$ cat src/rtl/icache_pkg.sv
`default_nettype none

package icache_pkg;

    localparam int ADDR_W         = 32;
    localparam int LINE_BYTES     = 32;
    localparam int OFFSET_W       = 5;
    localparam int LINE_W         = LINE_BYTES * 8;
    localparam int WORDS_PER_LINE = 8;
    localparam int UNCACHED_BIT   = 31;

    localparam logic [ADDR_W-1:0] RESET_PC_DEFAULT = 32'h0000_1000;

    // field view assumes the default 128 sets
    localparam int FA_INDEX_W = 7;
    localparam int FA_TAG_W   = ADDR_W - OFFSET_W - FA_INDEX_W;

    typedef struct packed {
        logic [FA_TAG_W-1:0]   tag;
        logic [FA_INDEX_W-1:0] index;
        logic [2:0]            word;     // word within line
        logic [1:0]            byte_off;
    } fetch_fields_t;

    typedef union packed {
        logic [ADDR_W-1:0] raw;
        fetch_fields_t     f;
    } fetch_addr_u;

endpackage

`default_nettype wire

$ cat src/rtl/fetch_unit.sv
`timescale 1ns/1ps
`default_nettype none

module fetch_unit #(
    parameter logic [icache_pkg::ADDR_W-1:0] RESET_PC = icache_pkg::RESET_PC_DEFAULT
) (
    input  logic                          clk,
    input  logic                          reset,
    input  logic                          redirect_i,
    input  logic [icache_pkg::ADDR_W-1:0] redirect_pc_i,
    output logic                          lookup_valid_o,
    output logic [icache_pkg::ADDR_W-1:0] lookup_pc_o,
    input  logic                          lookup_ready_i
);
    import icache_pkg::*;

    // one instruction word
    localparam logic [ADDR_W-1:0] PC_STEP = ADDR_W'(LINE_BYTES / WORDS_PER_LINE);

    logic [ADDR_W-1:0] pc;

    assign lookup_pc_o = pc;

    always_ff @(posedge clk) begin
        if (reset) begin
            pc             <= RESET_PC;
            lookup_valid_o <= 1'b0;
        end else begin
            lookup_valid_o <= 1'b1;  // offer every cycle once out of reset
            if (redirect_i) begin
                pc <= redirect_pc_i;
            end else if (lookup_valid_o && lookup_ready_i) begin
                pc <= pc + PC_STEP;
            end
        end
    end

endmodule

`default_nettype wire

$ cat config.mk
export PLATFORM = sky130hd
export DESIGN_NAME = fetch_unit
export DESIGN_NICKNAME = d
export VERILOG_FILES = /design/src/rtl/icache_pkg.sv /design/src/rtl/fetch_unit.sv
export SDC_FILE = /design/constraint.sdc
export NUM_CORES = 1
export LEC_CHECK = 0
export BUFFER_PORTS_ARGS = -buffer_cell sky130_fd_sc_hd__buf_2
export CAP_MARGIN = 0
export CORE_MARGIN = 8
export CORE_UTILIZATION = 44
export CTS_BUF_LIST = sky130_fd_sc_hd__clkbuf_8 sky130_fd_sc_hd__clkbuf_16
export DETAILED_ROUTE_END_ITERATION = 16
export PLACE_DENSITY = 0.73
export SETUP_SLACK_MARGIN = 0.4
export SLEW_MARGIN = 10
export SYNTH_ARGS = -nofsm -noshare
export SYNTH_HDL_FRONTEND = slang
export SYNTH_SLANG_ARGS = --single-unit
$ cat constraint.sdc
create_clock -name clk -period 1.8 [get_ports clk]
set_input_delay 0.09 -clock clk [delete_from_list [all_inputs] [get_ports clk]]
set_output_delay 0.09 -clock clk [all_outputs]
set_load 0.01 [all_outputs]
==> out/results.tsv <==
stage	metric	value	unit
sta	layout_worst_path_cycle_share	91.26	%
logic_synthesis	synth_nets	250	
power	leakage	1.405	nW
floorplan	initial_core_util	45.43	%
floorplan	core	3971	µm²
critical_path	start_kind	flop	
clock_tree	clk_path_buf_depth	2	
critical_path	critical_path_class	flop to flop	
sta	final-setup-viol-count	0	
placed_design	dp_hpwl	3.797	mm
critical_path	endpoint	lookup_pc_o[15]$_SDFFE_PP0N_	
detailed_routing	post-route-drc-count	0	
detailed_routing	wl_per_cell	16.19	µm
detailed_routing	wl	5.990	mm
logic_synthesis	ys_warn_count	0	
clock_tree	clk_pin_slew	0.07	ns
logic_synthesis	yosysSeqAreaShare	36.62	%
sta	report.final.slew_viol_count	0	
logic_synthesis	ys_ff_latch	33	
sta	hold_violations	0	
critical_path	path_max_fanout	6	
critical_path	crit_path_start	lookup_pc_o[6]$_SDFFE_PP0N_	
critical_path	reg2reg_slack	0.16	ns
clock_tree	numCtsBuffers	5	
global_routing	grt_usage	18.05	%
critical_path	r2r.worst_path.cells	6	
outcome	outcome	completed	
floorplan	die_x	80.04	µm
detailed_routing	dr.pass1.iters	4	
floorplan	fp.dieH	80.04	µm
min_path	worst_hold_path_type	input port to flop	
final_layout	final_common_cell	buf_2	
logic_synthesis	syn_area_per_cell	8.471	µm²
floorplan	die_area	6406	µm²
flow_run	cap_violations	0	
power	peakVddDrop	0.4002	mV
sta	worst_clock_skew	0.006908	ns
logic_synthesis	synth_cells	213	
logic_synthesis	syn_area	1804	µm²
global_routing	grt_pass1_wl	9.315	mm
sta	slew_headroom	65.83	%
final_layout	nFillCells	311	
critical_path	end_kind	flop	
global_routing	grt_overflow	0	
final_layout	final_cell_mix	68 x buf_2, 35 x buf_4, 25 x nor2_1, 21 x nand2_1, 19 x xnor2_1	
min_path	hp-start	redirect_pc_i[3]	
final_layout	syn_to_final_growth	61.17	%
sta	period_minus_slack	1.643	ns
placed_design	gp_congestion	0.7767	
clock_tree	root_buffer	clkbuf_8	
sta	tns	0	ns
sta	fmax	608.8	MHz
final_layout	final_nets	356	
detailed_routing	drt_iter0_markers	117	
clock_tree	cts_tree	done	
critical_path	r2r_start	lookup_pc_o[6]$_SDFFE_PP0N_	
power	p_per_area	579.9	nW/µm²
global_routing	grt_pass1_vias	2008	
placed_design	io_buffers	68	
critical_path	required	2.00	ns
detailed_routing	vias	1947	
power	report.power.total	1.686	mW
final_layout	fin_area	2908	µm²
detailed_routing	vias_per_cell	5.262	
critical_path	r2r_end	lookup_pc_o[15]$_SDFFE_PP0N_	
global_routing	antenna_found_initial	0	
final_layout	diodes	0	
sta	rsz0062_at_grt	yes	
sta	tightestPinTransition	0.5119	ns
critical_path	worstPathArrival	1.84	ns
final_layout	drive_gt1_share	54.69	%
clock_tree	clock-sinks	33	
global_routing	grt_max_degree	23	
floorplan	ios	69	
placed_design	placedInstanceArea	2369	µm²
logic_synthesis	synth_cell_types	36	
floorplan	rows	23	
detailed_routing	route.antenna.remaining_nets	0	
clock_tree	htree_num_levels	2	
clock_tree	clk_latency	0.30	ns
[critical path: stages (launching register included)]
cell      delay, ns
dfxtp_4        0.34
and4_4         0.25
nand4_4        0.12
buf_8          0.16
buf_4          0.13
or3_1          0.31
a311oi_1       0.23
[repair_timing]
action | CTS | global route
setup endpoints to repair | 23 | 24
resized for setup | 25 | 16
endpoints found under the hold margin | 0 | 0
setup buffers | 22 | 13
pin swaps | 26 | 27
hold buffers | 0 | 0
[synth_stat cells (all sizes together)]
cell type	instances	share of area, %
o21ai	6	1.7
o2111a	1	0.62
nor3b	2	0.83
clkbuf	9	1.9
a2111oi	1	0.83
or3	3	1.0
dfxtp	33	37
buf	6	2.1
o211ai	1	0.42
o22ai	2	0.69
inv	6	1.2
nand3	9	2.5
nor2	26	5.4
ha	1	0.69
nor3	8	2.8
nor4	5	3.7
nand4	12	5.7
mux2i	7	3.9
a21oi	11	3.1
and3	1	0.35
a211oi	8	3.3
a311oi	3	1.5
and2	2	0.69
nand2	21	4.4
and4	5	2.4
xnor2	22	11
xor2	2	0.97
[per-stage QoR]
stage               hold slack, ns  worst slack [ns]  utilization (%)  cells
floorplan                   0.2243            0.2204                -    213
global placement            0.3202            0.1391            59.64    327
detailed placement          0.3222           0.08951            59.64    327
CTS                        0.02060            0.1880            68.68    357
global route               0.03033           0.08692            73.22    370
finish                     0.02840            0.1573            73.22    370
[layer usage]
metal  share of wire (%)  wire length, µm  vias up  track usage (%)
met2                  49             2952       63            29.91
li1                    -                -      973                -
met1                  41             2468      902            20.04
met4                 1.5               88        0            7.455
met3                 8.0              480        9            7.095
met5                   0                0        -                0
[sequential cells by signal, indices dropped and copies added (netlist names)]
register / cells
lookup_pc_o: 32
lookup_valid_o: 1
[power by group]
| part | internal, mW | switching, mW |
|---|---|---|
| clock | 0.258 | 0.278 |
| sequential | 0.778 | 0.0545 |
| combinational | 0.157 | 0.162 |
[worst min-delay path by stage]
stage / to / cells after the start
finish: lookup_pc_o[3]$_SDFFE_PP0N_ / 3
global route: lookup_pc_o[3]$_SDFFE_PP0N_ / 3
CTS: lookup_pc_o[2]$_SDFFE_PP0N_ / 3
detailed placement: lookup_pc_o[2]$_SDFFE_PP0N_ / 3
global placement: lookup_pc_o[6]$_SDFFE_PP0N_ / 3
floorplan: lookup_pc_o[5]$_SDFFE_PP0N_ / 2
[layout make-up]
type | instances | area [µm²] | area share [%]
repair buffers | 114 | 757.0 | 26.03
flip-flops and latches | 33 | 710.7 | 24.44
clock buffers | 5 | 68.82 | 2.367
inverters | 6 | 22.52 | 0.7745
multi-input cells | 159 | 1275 | 43.85
clock inverters | 3 | 11.26 | 0.3873
well taps | 50 | 62.56 | 2.151
[logic make-up after synthesis]
family                     count (synthesis)  synth area share, %
adders and majority gates                  1               0.6934
muxes                                      7                3.884
and+or+nand+nor                           94                29.82
xor gates and xnor gates                  24                11.65
DFF                                       33                36.62
AOI/OAI and AO/OA                         33                12.07
buffers and inverters                     21                5.270
No activity file was read; power rests on OpenSTA's default activity.
